**config.mk**
```make
export PLATFORM = sky130hd
export DESIGN_NAME = eth_ingress_top
export DESIGN_NICKNAME = d
export VERILOG_FILES = /design/src/hdl/eth_port_pkg.sv /design/src/hdl/eth_beat_if.sv /design/src/hdl/eth_ingress_top.sv /design/src/hdl/port_regs.sv /design/src/hdl/tail_keep_decode.sv /design/src/hdl/frame_steer.sv /design/src/hdl/host_keep_encode.sv
export SDC_FILE = /design/constraint.sdc
export NUM_CORES = 1
export LEC_CHECK = 0
export BUFFER_PORTS_ARGS = -buffer_cell sky130_fd_sc_hd__clkbuf_2
export CORE_MARGIN = 2
export CORE_UTILIZATION = 52
export CTS_CLUSTER_DIAMETER = 60
export DETAILED_ROUTE_END_ITERATION = 10
export GPL_TIMING_DRIVEN = 0
export PLACE_DENSITY = 0.79
export SLEW_MARGIN = 40
export SYNTH_ARGS = -nofsm -noshare
export SYNTH_HDL_FRONTEND = slang
export SYNTH_HIERARCHICAL = 1
export SYNTH_SLANG_ARGS = --single-unit
```
**constraint.sdc**
```tcl
create_clock -name bus_clk -period 6.16 [get_ports bus_clk]
set_input_delay 1.232 -clock bus_clk [delete_from_list [all_inputs] [get_ports bus_clk]]
set_output_delay 1.232 -clock bus_clk [all_outputs]
set_load 0.02 [all_outputs]
```
**src/hdl/eth_port_pkg.sv**
```systemverilog
// Shared beat, tail and register types plus constants for the Ethernet ingress; import with ::*
`default_nettype none

package eth_port_pkg;

  // --------------------------------------------------------------------------
  // Stream payload types
  // --------------------------------------------------------------------------

  // One 64-bit beat, frame byte 0 in bits 7..0
  typedef logic [63:0] word_t;

  // Host byte enables, one bit per byte lane
  typedef logic [7:0] keep_t;

  // Tail count on a last beat
  // 0 means all eight bytes, 1 to 7 means that many low bytes
  typedef logic [3:0] tail_t;

  // EtherType that selects the ARP responder path
  localparam logic [15:0] ETHERTYPE_ARP = 16'h0806;

  // --------------------------------------------------------------------------
  // Register port
  // --------------------------------------------------------------------------

  // Byte address and read data of the register port
  typedef logic [13:0] reg_addr_t;
  typedef logic [31:0] reg_data_t;

  // Offsets of the four driver registers, relative to the block base
  localparam reg_addr_t REG_PORT_INFO       = 14'h0;
  localparam reg_addr_t REG_MAC_CTRL_STATUS = 14'h4;
  localparam reg_addr_t REG_PHY_CTRL_STATUS = 14'h8;
  localparam reg_addr_t REG_MAC_LED_CTL     = 14'hC;

endpackage : eth_port_pkg

`default_nettype wire
```
**src/hdl/eth_beat_if.sv**
```systemverilog
// Internal beat stream with tail count in tuser; instantiate per link, src drives, dst accepts
`timescale 1ns/100ps
`default_nettype none

interface eth_beat_if
  import eth_port_pkg::*;
();

  // Payload of one beat
  word_t tdata;
  // Tail count, only nonzero on a last beat
  tail_t tuser;
  logic  tlast;

  // Handshake, transfer when both are high at a clock edge
  logic  tvalid;
  logic  tready;

  // Producer side
  modport src (
    output tdata, tuser, tlast, tvalid,
    input  tready
  );

  // Consumer side
  modport dst (
    input  tdata, tuser, tlast, tvalid,
    output tready
  );

endinterface : eth_beat_if

`default_nettype wire

```
**src/hdl/eth_ingress_top.sv**
```systemverilog
// Host ingress top: steers host frames to ARP or network keep streams, plus the port register stub
`timescale 1ns/100ps
`default_nettype none

module eth_ingress_top
  import eth_port_pkg::*;
#(
  parameter reg_addr_t  REG_BASE = 14'h0,
  parameter logic [7:0] PORT_NUM = 8'd0
) (
  input  wire       bus_clk,
  input  wire       reset,

  // Host DMA stream in
  input  word_t     h2e_tdata,
  input  keep_t     h2e_tkeep,
  input  wire       h2e_tlast,
  input  wire       h2e_tvalid,
  output logic      h2e_tready,

  // ARP responder stream out
  output word_t     arp_tdata,
  output keep_t     arp_tkeep,
  output logic      arp_tlast,
  output logic      arp_tvalid,
  input  wire       arp_tready,

  // Network transport stream out
  output word_t     net_tdata,
  output keep_t     net_tkeep,
  output logic      net_tlast,
  output logic      net_tvalid,
  input  wire       net_tready,

  // Register read port
  input  wire       reg_rd_req,
  input  reg_addr_t reg_rd_addr,
  output logic      reg_rd_resp,
  output reg_data_t reg_rd_data
);

  // ---------------------------------------------------------------------------
  // Stream pipeline
  // ---------------------------------------------------------------------------

  eth_beat_if enc_s ();
  eth_beat_if arp_s ();
  eth_beat_if net_s ();

  host_keep_encode keep_encode_i (
    .bus_clk    (bus_clk),
    .reset      (reset),
    .h2e_tdata  (h2e_tdata),
    .h2e_tkeep  (h2e_tkeep),
    .h2e_tlast  (h2e_tlast),
    .h2e_tvalid (h2e_tvalid),
    .h2e_tready (h2e_tready),
    .enc        (enc_s.src)
  );

  frame_steer frame_steer_i (
    .bus_clk (bus_clk),
    .reset   (reset),
    .enc     (enc_s.dst),
    .arp     (arp_s.src),
    .net     (net_s.src)
  );

  // One decode stage per output port
  tail_keep_decode arp_decode_i (
    .bus_clk (bus_clk),
    .reset   (reset),
    .beat    (arp_s.dst),
    .tdata   (arp_tdata),
    .tkeep   (arp_tkeep),
    .tlast   (arp_tlast),
    .tvalid  (arp_tvalid),
    .tready  (arp_tready)
  );

  tail_keep_decode net_decode_i (
    .bus_clk (bus_clk),
    .reset   (reset),
    .beat    (net_s.dst),
    .tdata   (net_tdata),
    .tkeep   (net_tkeep),
    .tlast   (net_tlast),
    .tvalid  (net_tvalid),
    .tready  (net_tready)
  );

  // ---------------------------------------------------------------------------
  // Port registers
  // ---------------------------------------------------------------------------

  port_regs #(
    .REG_BASE (REG_BASE),
    .PORT_NUM (PORT_NUM)
  ) port_regs_i (
    .bus_clk     (bus_clk),
    .reset       (reset),
    .reg_rd_req  (reg_rd_req),
    .reg_rd_addr (reg_rd_addr),
    .reg_rd_resp (reg_rd_resp),
    .reg_rd_data (reg_rd_data)
  );

endmodule : eth_ingress_top

`default_nettype wire

```
**src/hdl/port_regs.sv**
```systemverilog
// Stub of the four driver port registers; answers reads at REG_BASE one cycle after the request
`timescale 1ns/100ps
`default_nettype none

module port_regs
  import eth_port_pkg::*;
#(
  parameter reg_addr_t   REG_BASE = 14'h0,
  parameter logic [7:0]  PORT_NUM = 8'd0
) (
  input  wire       bus_clk,
  input  wire       reset,
  input  wire       reg_rd_req,
  input  reg_addr_t reg_rd_addr,
  output logic      reg_rd_resp,
  output reg_data_t reg_rd_data
);

  // Absolute byte addresses of the four registers
  localparam reg_addr_t ADDR_PORT_INFO  = REG_BASE + REG_PORT_INFO;
  localparam reg_addr_t ADDR_MAC_STATUS = REG_BASE + REG_MAC_CTRL_STATUS;
  localparam reg_addr_t ADDR_PHY_STATUS = REG_BASE + REG_PHY_CTRL_STATUS;
  localparam reg_addr_t ADDR_LED_CTL    = REG_BASE + REG_MAC_LED_CTL;

  // Compare on the word address and ignore the byte lane bits
  always_ff @(posedge bus_clk) begin
    if (reset) begin
      reg_rd_resp <= 1'b0;
      reg_rd_data <= '0;
    end else begin
      reg_rd_resp <= 1'b0;
      reg_rd_data <= '0;
      if (reg_rd_req) begin
        case (reg_rd_addr[13:2])
          ADDR_PORT_INFO[13:2]: begin
            reg_rd_resp <= 1'b1;
            // Port number in the low byte
            reg_rd_data <= {24'd0, PORT_NUM};
          end
          ADDR_MAC_STATUS[13:2],
          ADDR_PHY_STATUS[13:2],
          ADDR_LED_CTL[13:2]: begin
            // Nothing to report so these read as zero
            reg_rd_resp <= 1'b1;
          end
          default: reg_rd_resp <= 1'b0;
        endcase
      end
    end
  end

endmodule : port_regs

`default_nettype wire

```
**src/hdl/tail_keep_decode.sv**
```systemverilog
// Output stage: registers one beat and expands its tail count back into tkeep
`timescale 1ns/100ps
`default_nettype none

module tail_keep_decode
  import eth_port_pkg::*;
(
  input  wire     bus_clk,
  input  wire     reset,
  eth_beat_if.dst beat,
  output word_t   tdata,
  output keep_t   tkeep,
  output logic    tlast,
  output logic    tvalid,
  input  wire     tready
);

  // Mid-frame beats and tail 0 are full, otherwise the low tail bytes
  function automatic keep_t tail_to_keep(input tail_t tail, input logic last);
    keep_t keep;
    keep = 8'hFF;
    if (last && (tail != 4'd0)) begin
      keep = keep_t'((9'h001 << tail[2:0]) - 9'h001);
    end
    return keep;
  endfunction

  // Room when empty or when the downstream takes the current beat
  assign beat.tready = !tvalid || tready;

  always_ff @(posedge bus_clk) begin
    if (reset) begin
      tvalid <= 1'b0;
    end else if (beat.tvalid && beat.tready) begin
      tvalid <= 1'b1;
    end else if (tready) begin
      tvalid <= 1'b0;
    end
  end

  always_ff @(posedge bus_clk) begin
    if (beat.tvalid && beat.tready) begin
      tdata <= beat.tdata;
      tkeep <= tail_to_keep(beat.tuser, beat.tlast);
      tlast <= beat.tlast;
    end
  end

  // Tail count set by the encoder must survive the router untouched
  a_tail_on_last : assert property (@(posedge bus_clk) disable iff (reset)
    (beat.tvalid && !beat.tlast) |-> (beat.tuser == 4'd0));

endmodule : tail_keep_decode

`default_nettype wire

```
**src/hdl/frame_steer.sv**
```systemverilog
// Frame router: reads the EtherType from beat 1 and sends each frame to the ARP or network stream
`timescale 1ns/100ps
`default_nettype none

module frame_steer
  import eth_port_pkg::*;
(
  input  wire     bus_clk,
  input  wire     reset,
  eth_beat_if.dst enc,
  eth_beat_if.src arp,
  eth_beat_if.src net
);

  // Idle with nothing held, beat 0 held awaiting beat 1, or frame routed
  typedef enum logic [1:0] {
    S_IDLE,
    S_FIRST,
    S_ROUTE
  } state_t;

  state_t state;
  logic   route_arp;

  // Single held beat
  word_t  hold_data;
  tail_t  hold_user;
  logic   hold_last;
  logic   hold_valid;

  logic   out_ready;
  logic   leave;
  logic   load;
  logic   enc_is_arp;

  // ---------------------------------------------------------------------------
  // Handshake
  // ---------------------------------------------------------------------------

  assign out_ready  = route_arp ? arp.tready : net.tready;
  assign leave      = hold_valid && (state == S_ROUTE) && out_ready;
  // Beat 1 is only inspected in S_FIRST, it waits at the encoder output
  assign enc.tready = (state == S_IDLE) || ((state == S_ROUTE) && (!hold_valid || out_ready));
  assign load       = enc.tvalid && enc.tready;

  // EtherType is frame bytes 12 and 13, lanes 4 and 5 of beat 1, MSB first
  assign enc_is_arp = ({enc.tdata[39:32], enc.tdata[47:40]} == ETHERTYPE_ARP);

  always_ff @(posedge bus_clk) begin
    if (reset) begin
      state      <= S_IDLE;
      route_arp  <= 1'b0;
      hold_valid <= 1'b0;
    end else begin
      case (state)
        S_IDLE: begin
          if (load) begin
            hold_valid <= 1'b1;
            route_arp  <= 1'b0;
            // One-beat frame has no EtherType, straight to net
            state      <= enc.tlast ? S_ROUTE : S_FIRST;
          end
        end
        S_FIRST: begin
          if (enc.tvalid) begin
            route_arp <= enc_is_arp;
            state     <= S_ROUTE;
          end
        end
        S_ROUTE: begin
          if (load) begin
            hold_valid <= 1'b1;
            // Last beat leaves while the next frame's beat 0 comes in
            if (hold_valid && hold_last) begin
              route_arp <= 1'b0;
              state     <= enc.tlast ? S_ROUTE : S_FIRST;
            end
          end else if (leave) begin
            hold_valid <= 1'b0;
            if (hold_last) begin
              state <= S_IDLE;
            end
          end
        end
        default: state <= S_IDLE;
      endcase
    end
  end

  always_ff @(posedge bus_clk) begin
    if (load) begin
      hold_data <= enc.tdata;
      hold_user <= enc.tuser;
      hold_last <= enc.tlast;
    end
  end

  // ---------------------------------------------------------------------------
  // Outputs, both carry the held beat and only the routed one is valid
  // ---------------------------------------------------------------------------

  assign arp.tdata  = hold_data;
  assign arp.tuser  = hold_user;
  assign arp.tlast  = hold_last;
  assign arp.tvalid = hold_valid && (state == S_ROUTE) && route_arp;

  assign net.tdata  = hold_data;
  assign net.tuser  = hold_user;
  assign net.tlast  = hold_last;
  assign net.tvalid = hold_valid && (state == S_ROUTE) && !route_arp;

  a_one_port : assert property (@(posedge bus_clk) disable iff (reset)
    !(arp.tvalid && net.tvalid));

  // Stalled ARP beat stays put until taken
  a_arp_hold : assert property (@(posedge bus_clk) disable iff (reset)
    (arp.tvalid && !arp.tready) |=> (arp.tvalid && $stable(arp.tdata)));

endmodule : frame_steer

`default_nettype wire

```
**src/hdl/host_keep_encode.sv**
```systemverilog
// Input stage: registers host DMA beats and converts last-beat tkeep into a tail count
`timescale 1ns/100ps
`default_nettype none

module host_keep_encode
  import eth_port_pkg::*;
(
  input  wire     bus_clk,
  input  wire     reset,
  input  word_t   h2e_tdata,
  input  keep_t   h2e_tkeep,
  input  wire     h2e_tlast,
  input  wire     h2e_tvalid,
  output logic    h2e_tready,
  eth_beat_if.src enc
);

  // Low-justified contiguous masks map to their byte count
  // Full mask and any odd pattern give zero, the full-beat code
  function automatic tail_t keep_to_tail(input keep_t keep, input logic last);
    tail_t tail;
    tail = '0;
    if (last) begin
      case (keep)
        8'b0000_0001: tail = 4'd1;
        8'b0000_0011: tail = 4'd2;
        8'b0000_0111: tail = 4'd3;
        8'b0000_1111: tail = 4'd4;
        8'b0001_1111: tail = 4'd5;
        8'b0011_1111: tail = 4'd6;
        8'b0111_1111: tail = 4'd7;
        default:      tail = 4'd0;
      endcase
    end
    return tail;
  endfunction

  // Accept when the register is empty or drains this cycle
  assign h2e_tready = !enc.tvalid || enc.tready;

  always_ff @(posedge bus_clk) begin
    if (reset) begin
      enc.tvalid <= 1'b0;
    end else if (h2e_tvalid && h2e_tready) begin
      enc.tvalid <= 1'b1;
    end else if (enc.tready) begin
      enc.tvalid <= 1'b0;
    end
  end

  // Beat payload
  always_ff @(posedge bus_clk) begin
    if (h2e_tvalid && h2e_tready) begin
      enc.tdata <= h2e_tdata;
      enc.tuser <= keep_to_tail(h2e_tkeep, h2e_tlast);
      enc.tlast <= h2e_tlast;
    end
  end

  // Host DMA only shortens the final beat of a frame
  a_full_keep_mid_frame : assert property (@(posedge bus_clk) disable iff (reset)
    (h2e_tvalid && !h2e_tlast) |-> (h2e_tkeep == 8'hFF));

endmodule : host_keep_encode

`default_nettype wire

```
; ---- Word level (Yosys, flattened, before mapping)
; Cells that the tools add are included.
[word_totals]
register_bits = 292
in_bits = 93
out_inout_bits = 182
word_cells = 103
[op_classes]
addsub = 1
eq_ne = 20
n_shift = 1
muxes = 27
n_bitwise = 1
reduce_logical = 34
[ops]
columns = cell, n
row1 = "== test 12 x 2 -> 1 bit, second input constant", 2
row2 = one-hot mux 3 bit (7 select lines), 1
row3 = "== test 16 x 12 -> 1 bit, second input constant", 1
row4 = two-way mux 1 bit, 15
row5 = two-way mux 2 bit, 7
row6 = "== test 12 x 1 -> 1 bit, second input constant", 1
row7 = zero test 12 bit, 1
row8 = logical AND 1 bit, 11
row9 = AND reduction 5 bit, 2
row10 = "== test 8 x 1 -> 1 bit, second input constant", 1
row11 = "== test 8 x 2 -> 1 bit, second input constant", 1
row12 = "== test 8 x 3 -> 1 bit, second input constant", 1
row13 = "== test 8 x 4 -> 1 bit, second input constant", 1
row14 = "== test 8 x 5 -> 1 bit, second input constant", 1
row15 = "== test 8 x 6 -> 1 bit, second input constant", 1
row16 = "== test 8 x 7 -> 1 bit, second input constant", 1
row17 = two-way mux 8 bit, 1
row18 = nonzero test 2 bit, 4
row19 = "<< shifter 1 x 3 -> 8 bit, first input constant", 1
row20 = "subtractor 8 x 1 -> 8 bit, second input constant", 1
row21 = "!= test 3 x 1 -> 1 bit, second input constant", 2
row22 = one-hot mux 2 bit (3 select lines), 1
row23 = zero test 1 bit, 5
row24 = logical OR 1 bit, 5
row25 = 14 further kinds, 16

; ---- Depth between registers and ports, before layout
; Gate-level depths: netlist of run 1.
[depth]
ltp_word = 9
ltp_mapped = 7
ltp_nobuf = 6

; ---- Modules after synthesis
; Netlist of run 1, hierarchy kept.
[modules_own_cells]
columns = module, n_inst, cells_per_inst, area_per_inst_um2
row1 = tail_keep_decode, 2, 106, 2396.0
row2 = frame_steer, 1, 175, 2900.3
row3 = host_keep_encode, 1, 89, 2189.6
row4 = port_regs, 1, 38, 291.5

; ---- Least setup slack after synthesis of run 1
; Ideal clock, no wire load.
[synth_path]
kind = input to register
start = in net_tready
end = reg frame_steer_i.hold_data[0] (netlist: frame_steer_i/arp.tdata[0]) (enable)
setup_time_ns = 0.496
t_arrival_ns = 4.561
setup_slack_ns = 1.103
path_stages = 4
n_path_buf = 0
path_cell_list = nand2b_1 mux2i_2 and3_1 nor2_1
[synth_between]
elab_chain_len = 6
[synth_lines]
columns = item, line
row1 = "start, declared", eth_ingress_top.sv:33  ; input wire net_tready,
row2 = logical OR 1 bit, tail_keep_decode.sv:29  ; assign beat.tready = !tvalid || tready;
row3 = two-way mux 1 bit, frame_steer.sv:40  ; assign out_ready = route_arp ? arp.tready : net.tready;
row4 = logical OR 1 bit, frame_steer.sv:43  ; assign enc.tready = (state == S_IDLE) || ((state == S_ROUTE) && (!hold_valid || out_ready));
row5 = logical AND 1 bit, frame_steer.sv:43
row6 = logical OR 1 bit, frame_steer.sv:43
row7 = logical AND 1 bit, frame_steer.sv:44  ; assign load = enc.tvalid && enc.tready;
row8 = via frame_steer_i.load, frame_steer.sv:33  ; logic load;
row9 = "end signal, assigned", frame_steer.sv:92  ; hold_data <= enc.tdata;
row10 = "end, declared", frame_steer.sv:26  ; word_t hold_data;
; The timed path passes the listed nets, and every way through them passes these cells.
; A chain may end at the register's enable or synchronous reset.

; ---- Worst setup path in the final report of run 1
[layout_path]
start = in net_tready
end = out h2e_tready
[layout_between]
elab_chain_len = 6
[layout_lines]
columns = item, line
row1 = logical OR 1 bit, tail_keep_decode.sv:29
row2 = via net_s.tready, eth_beat_if.sv:17  ; logic tready;
row3 = two-way mux 1 bit, frame_steer.sv:40
row4 = logical OR 1 bit, frame_steer.sv:43
row5 = logical AND 1 bit, frame_steer.sv:43
row6 = logical OR 1 bit, frame_steer.sv:43
row7 = via enc_s.tready, eth_beat_if.sv:17
row8 = logical OR 1 bit, host_keep_encode.sv:39  ; assign h2e_tready = !enc.tvalid || enc.tready;
row9 = "end, declared", eth_ingress_top.sv:19  ; output logic h2e_tready,
; The timed path passes the listed nets, and every way through them passes these cells.

==> results of run 1 <==
-- cell usage after synthesis, types with 3 or more instances --
cell type / count / area (sq um)
and3_1: 4 / 25.0
edfxtp_1: 283 / 8500
nand3_1: 6 / 30.0
inv_1: 8 / 30.0
and2_1: 3 / 18.8
nor2_1: 11 / 41.3
a21oi_1: 11 / 55.1
dfxtp_1: 8 / 160
nand4_1: 4 / 25.0
nor4_1: 3 / 18.8
o21ai_0: 4 / 20.0
o21ai_1: 5 / 25.0
nand2b_1: 8 / 50.1
or4_4: 3 / 33.8
buf_4: 102 / 766
nand2_1: 14 / 52.6
-- sequential cells by signal (all words and copies together) (netlist names) --
| name | cells |
|---|---|
| arp_decode_i/tdata | 64 |
| frame_steer_i/route_arp | 1 |
| arp_decode_i/tvalid | 1 |
| net_decode_i/tdata | 64 |
| keep_encode_i/enc.tdata | 64 |
| frame_steer_i/arp.tlast | 1 |
| net_decode_i/tkeep | 8 |
| port_regs_i/reg_rd_resp | 1 |
| keep_encode_i/enc.tlast | 1 |
| keep_encode_i/enc.tvalid | 1 |
| net_decode_i/tlast | 1 |
| keep_encode_i/enc.tuser | 3 |
| frame_steer_i/hold_valid | 1 |
| frame_steer_i/state | 2 |
| arp_decode_i/tlast | 1 |
| frame_steer_i/arp.tuser | 4 |
| frame_steer_i/arp.tdata | 64 |
| net_decode_i/tvalid | 1 |
| arp_decode_i/tkeep | 8 |
-- how the worst max path moves through the flow --
stage                             endpoint  slack, ps
2_1_floorplan   frame_steer_i/arp.tdata[0]       1100
6_report                        h2e_tready       2440
5_1_grt                         h2e_tready       2360
3_3_place_gp   frame_steer_i/arp.tdata[25]       -820
3_5_place_dp                    h2e_tready       2450
4_1_cts                         h2e_tready       2440
-- layer usage --
layer  vias to the layer above  global-route usage
li1                       2426                   -
met1                      2493               0.206
met2                       233               0.294
met3                        33              0.0397
met4                         0              0.0568
met5                         -                   0
-- where the power goes --
group	switching [W]	total [W]	internal (W)
Sequential	0.0000268	0.00227	0.00224
Combinational	0.0000885	0.000172	0.0000839
Clock	0.000684	0.00165	0.000962
Total	0.000800	0.00408	0.00328
-- cells in the final DEF, fill, tap and decap left out, drive strengths merged, types with 3 or more instances in the layout --
master,netlist,routed
a21oi,11,11
and2,3,3
and3,6,6
buf,103,111
bufinv,0,3
clkbuf,0,272
clkinv,0,10
conb,2,33
dfxtp,8,8
edfxtp,283,283
inv,8,9
nand2,14,14
nand2b,8,8
nand3,6,6
nand4,4,4
nor2,11,11
nor3,4,4
nor4,3,3
o21ai,9,9
or4,4,4
-- area by class of cell --
| class | count | area, sq um |
|---|---|---|
| buffer | 103 | 777 |
| clock buffer | 34 | 723 |
| clock inverter | 15 | 169 |
| fill | 1316 | 6450 |
| inverter | 8 | 30.0 |
| multi-input combinational | 143 | 840 |
| sequential | 291 | 8660 |
| tap | 265 | 332 |
| timing repair buffer | 246 | 1360 |
-- worst max-delay path, cell delays in order --
cell and delay [ps]:
clkbuf_2 80, nand2b_1 190, mux2i_2 310, and3_1 280, nor2_1 50, nand2b_1 170, clkbuf_2 180
-- metrics by stage --
stage	instances	TNS [ps]
after floorplan	545	0
after global placement	1048	-56520
after detailed placement	1056	0
after CTS	1105	0
after global routing	1105	0
final	1105	0
-- kinds of logic after synthesis --
kind of cell    share of synthesized area
flops                               0.851
buf+inv                            0.0793
simple gates                       0.0433
compound gates                     0.0178
mux                               0.00357
fa+ha+maj                         0.00246
other cells                      0.000738
xor+xnor                          0.00172
==> results.py, run 1 <==
metrics = {
    "run_status": {
        "status": "finished clean",
    },
    "setup_path": {
        "timing.rr.start": "net_decode_i/tvalid",
        "crit_start": "net_tready",
        "rr_endpoint": "keep_encode_i/enc.tdata[26]",
        "crit_fanout": 5,
        "rrSetupSlack_ps": 3940,
        "cp-start-kind": "input pin",
        "cp-end-kind": "primary output",
        "cp.arrival_ps": 2490,
        "reg2regPathDepth": 7,
        "crit_type": "in -> out",
        "cp.required_ps": 4930,
    },
    "yosys": {
        "ys_types": 41,
        "synthCells": 514,
        "ys_ff_latch": 291,
        "syn_area_per_cell_sq_um": 19.8,
        "yosysSeqAreaShare": 0.851,
        "synth_edf_count": 283,
        "async_flop_share": 0,
        "ys_warn_count": 6,
        "synthFlopType": "edfxtp_1",
        "syn_area_sq_um": 10200,
    },
    "final_layout": {
        "final_nets": 916,
        "syn2layout_area_growth_pct": 26.7,
        "finalInstanceArea_sq_um": 12900,
        "drive_above_1_share": 0.483,
        "num_antenna_cells": 0,
        "final_core_util": 0.666,
    },
    "floorplan": {
        "coreArea_sq_um": 19300,
        "io_pins": 275,
        "rows": 51,
        "fp.dieArea_sq_um": 20700,
        "die_w_microns": 144,
        "start_util": 0.526,
        "fp.dieH_microns": 144,
    },
    "cts": {
        "htree_levels": 1,
        "cts_resized": 0,
        "cts_hold_buffers": 0,
        "clockBufferDepth": 3,
        "clock_latency_ps": 540,
        "cts_buffers": 28,
        "path_clk_slew_ps": 60,
        "cts-root-buf": "clkbuf_16",
        "tritoncts": "built",
        "post-cts-setup-buffers": 0,
        "clock-sinks": 291,
    },
    "drt": {
        "vias": 5185,
        "dr.pass1.iters": 6,
        "route.top_layer_used": "met4",
        "wirelength_mm": 18.2,
        "met2_wirelength_mm": 9.43,
        "wl_met1_mm": 6.98,
        "vias_per_cell": 4.69,
        "wl_per_cell_microns": 16.5,
        "met3_length_mm": 1.40,
        "drt_iter0_drc": 408,
        "drc": 0,
        "ant_nets": 0,
    },
    "power": {
        "p_leak_nw": 5.08,
        "power_density_nw_per_um2": 317,
        "total_power_w": 0.00408,
        "irDropWorstVdd_uv": 302,
    },
    "timing": {
        "final_max_slew_viol_count": 0,
        "setup_viol": 0,
        "fin_skew_ps": 16.6,
        "tightest_slew_ps": 590,
        "finalCriticalPeriod_ps": 3720,
        "postLayoutSetupSlackWorst_ps": 2440,
        "relSlewSlack": 0.606,
        "rsz0062_at_grt": "no",
        "whs_ps": 413,
        "max_freq_ghz": 0.269,
        "fin_crit_sh": 0.604,
        "hold_violations": 0,
    },
    "placement": {
        "dpl-instance-area_sq_um": 12000,
        "preCtsSetupSlack_ps": 2450,
        "place_hpwl_mm": 12.5,
        "place_congestion": 0.750,
        "portBuffers": 238,
    },
    "global_route": {
        "antenna_found_initial": 0,
        "grt_overflow_total": 0,
        "grt_pass1_wl_mm": 26.5,
        "grt_pass1_vias": 5052,
        "grt_start_max_net_pins": 41,
        "grt_use_total": 0.168,
    },
    "job": {
        "max_cap_violations": 0,
    },
    "hold_path": {
        "hp-class": "reg -> reg",
        "hp-start": "keep_encode_i/enc.tdata[8]",
        "hold_path_depth": 0,
        "holdPathEnd": "frame_steer_i/arp.tdata[8]",
    },
}
Power figures use the tool's default switching activity.
==> inputs of run 2 (changes only) <==
==> constraint.sdc (replaced) <==
create_clock -name bus_clk -period 3.8 [get_ports bus_clk]
set_input_delay 0.76 -clock bus_clk [delete_from_list [all_inputs] [get_ports bus_clk]]
set_output_delay 0.76 -clock bus_clk [all_outputs]
set_load 0.02 [all_outputs]
==> run 2 against run 1 <==
Against the previous run:
- power grew 69%
- register-to-register slack worse by 2300 ps
- hold slack worse by 10 ps
- largest cell class unchanged
==> results.py, run 2 (synthesized netlist as in run 1, its figures left out) <==
metrics = {
    "drt": {
        "ant_nets": 0,
        "vias": 5180,
        "wl_per_cell_microns": 17.3,
        "wirelength_mm": 19.3,
        "drt_iter0_drc": 289,
        "drc": 0,
        "dr.pass1.iters": 4,
        "vias_per_cell": 4.65,
    },
    "final_layout": {
        "syn2layout_area_growth_pct": 28.1,
        "finalInstanceArea_sq_um": 13000,
        "mostFrequentLayoutCell": "edfxtp_1",
        "final_cell_mix": "edfxtp_1, clkbuf_2, buf_4",
        "final_nets": 919,
        "fillers": 1256,
        "drive_above_1_share": 0.489,
        "layout.area.seq_sq_um": 8660,
        "multi_input_area_sq_um": 840,
    },
    "floorplan": {
        "die_w_microns": 144,
        "fp.dieH_microns": 144,
        "coreArea_sq_um": 19300,
        "fp.dieArea_sq_um": 20700,
        "start_util": 0.526,
        "rows": 51,
        "io_pins": 275,
    },
    "setup_path": {
        "crit_fanout": 5,
        "timing.rr.start": "arp_decode_i/tvalid",
        "rr_endpoint": "keep_encode_i/enc.tdata[11]",
        "reg2regPathDepth": 8,
        "rrSetupSlack_ps": 1660,
        "cp.required_ps": 3040,
        "crit_start": "net_tready",
        "crit_type": "in -> out",
        "cp.arrival_ps": 2010,
        "cp-end-kind": "primary output",
        "endpoint": "h2e_tready",
        "cp-start-kind": "input pin",
    },
    "global_route": {
        "grt_use_total": 0.178,
        "grt_overflow_total": 0,
        "grt_pass1_vias": 5053,
        "grt_pass1_wl_mm": 27.7,
        "grt_start_max_net_pins": 43,
        "antenna_found_initial": 1,
    },
    "cts": {
        "cts_resized": 0,
        "clock_latency_ps": 530,
        "cts_hold_buffers": 0,
        "cts_buffers": 29,
        "htree_levels": 1,
        "cts-root-buf": "clkbuf_16",
        "path_clk_slew_ps": 60,
        "clockBufferDepth": 3,
        "clock-sinks": 291,
        "tritoncts": "built",
        "post-cts-setup-buffers": 0,
    },
    "timing": {
        "max_freq_ghz": 0.361,
        "setup_viol": 0,
        "fin_skew_ps": 11.6,
        "rsz0062_at_grt": "no",
        "final_max_slew_viol_count": 0,
        "whs_ps": 402,
        "finalCriticalPeriod_ps": 2770,
        "hold_violations": 0,
        "fin_crit_sh": 0.728,
    },
    "power": {
        "sw_frac_of_total": 0.199,
        "irDropWorstVdd_uv": 302,
        "internal-power_w": 0.00552,
        "p_leak_nw": 5.13,
        "power_switching_w": 0.00137,
        "pwr-share-seq": 0.534,
        "pwr-share-clk": 0.426,
        "power_density_nw_per_um2": 528,
        "combPwrFrac": 0.041,
    },
    "job": {
        "max_cap_violations": 0,
    },
    "placement": {
        "dpl-instance-area_sq_um": 12000,
        "portBuffers": 238,
        "place_hpwl_mm": 13.1,
        "place_congestion": 0.777,
    },
    "run_status": {
        "status": "finished clean",
    },
    "hold_path": {
        "hp-class": "in -> reg",
    },
}
-- run 2: cell types whose count changed in the layout (fill, tap and decap cells not counted), sizes merged --
cell and change:
clkbuf -3, clkinv +2, bufinv +2, buf +2
clkinvlp +4, diode +1
-- run 2: per-stage QoR --
step           instances  utilization  setup WS, ps  total power (W)  TNS (ps)
2_1_floorplan        545            -           192          0.00390         0
3_3_place_gp        1048        0.611          -760          0.00399   -153570
3_5_place_dp        1058        0.622          1050          0.00402         0
4_1_cts             1112        0.674          1040          0.00694         0
5_1_grt             1112        0.674           902          0.00708         0
6_report            1113        0.674          1030          0.00688         0
-- run 2: layout make-up --
| cell class | instances | area share |
|---|---|---|
| Clock buffer | 31 | 0.0563 |
| Antenna cell | 1 | 0.000192 |
| Inverter | 8 | 0.00230 |
| Buffer | 103 | 0.0596 |
| Tap cell | 265 | 0.0254 |
| Multi-Input combinational cell | 143 | 0.0644 |
| Sequential cell | 291 | 0.664 |
| Clock inverter | 23 | 0.0212 |
| Timing Repair Buffer | 248 | 0.106 |
-- run 2: power groups by stage --
stage                     sequential (W)  combinational, W  clock, W
after floorplan                  0.00374          0.000164         0
after global placement           0.00374          0.000251         0
after detailed placement         0.00374          0.000279         0
after CTS                        0.00367          0.000282   0.00299
after global routing             0.00368          0.000305   0.00309
final                            0.00367          0.000281   0.00293
-- run 2: worst min-delay path by stage --
stage / start / endpoint / cells after the start
floorplan: keep_encode_i/enc.tdata[0] / frame_steer_i/arp.tdata[0] / 0
global placement: keep_encode_i/enc.tdata[9] / frame_steer_i/arp.tdata[9] / 0
detailed placement: keep_encode_i/enc.tdata[18] / frame_steer_i/arp.tdata[18] / 0
CTS: h2e_tdata[63] / keep_encode_i/enc.tdata[63] / 1
global route: h2e_tdata[37] / keep_encode_i/enc.tdata[37] / 1
finish: h2e_tdata[5] / keep_encode_i/enc.tdata[5] / 1
-- run 2: critical path: stages --
cell and delay [ps]:
clkbuf_2 80, nand2b_1 180, mux2i_2 310, and3_1 270, nor2_1 60, nand2b_1 170
clkbuf_2 170
-- run 2: per-layer routing --
metal | vias up | track usage | routed length [microns]
met5 | - | 0 | 0
met2 | 241 | 0.318 | 9930
met1 | 2460 | 0.211 | 7290
met4 | 0 | 0.0593 | 485
met3 | 38 | 0.0457 | 1600
li1 | 2441 | - | -
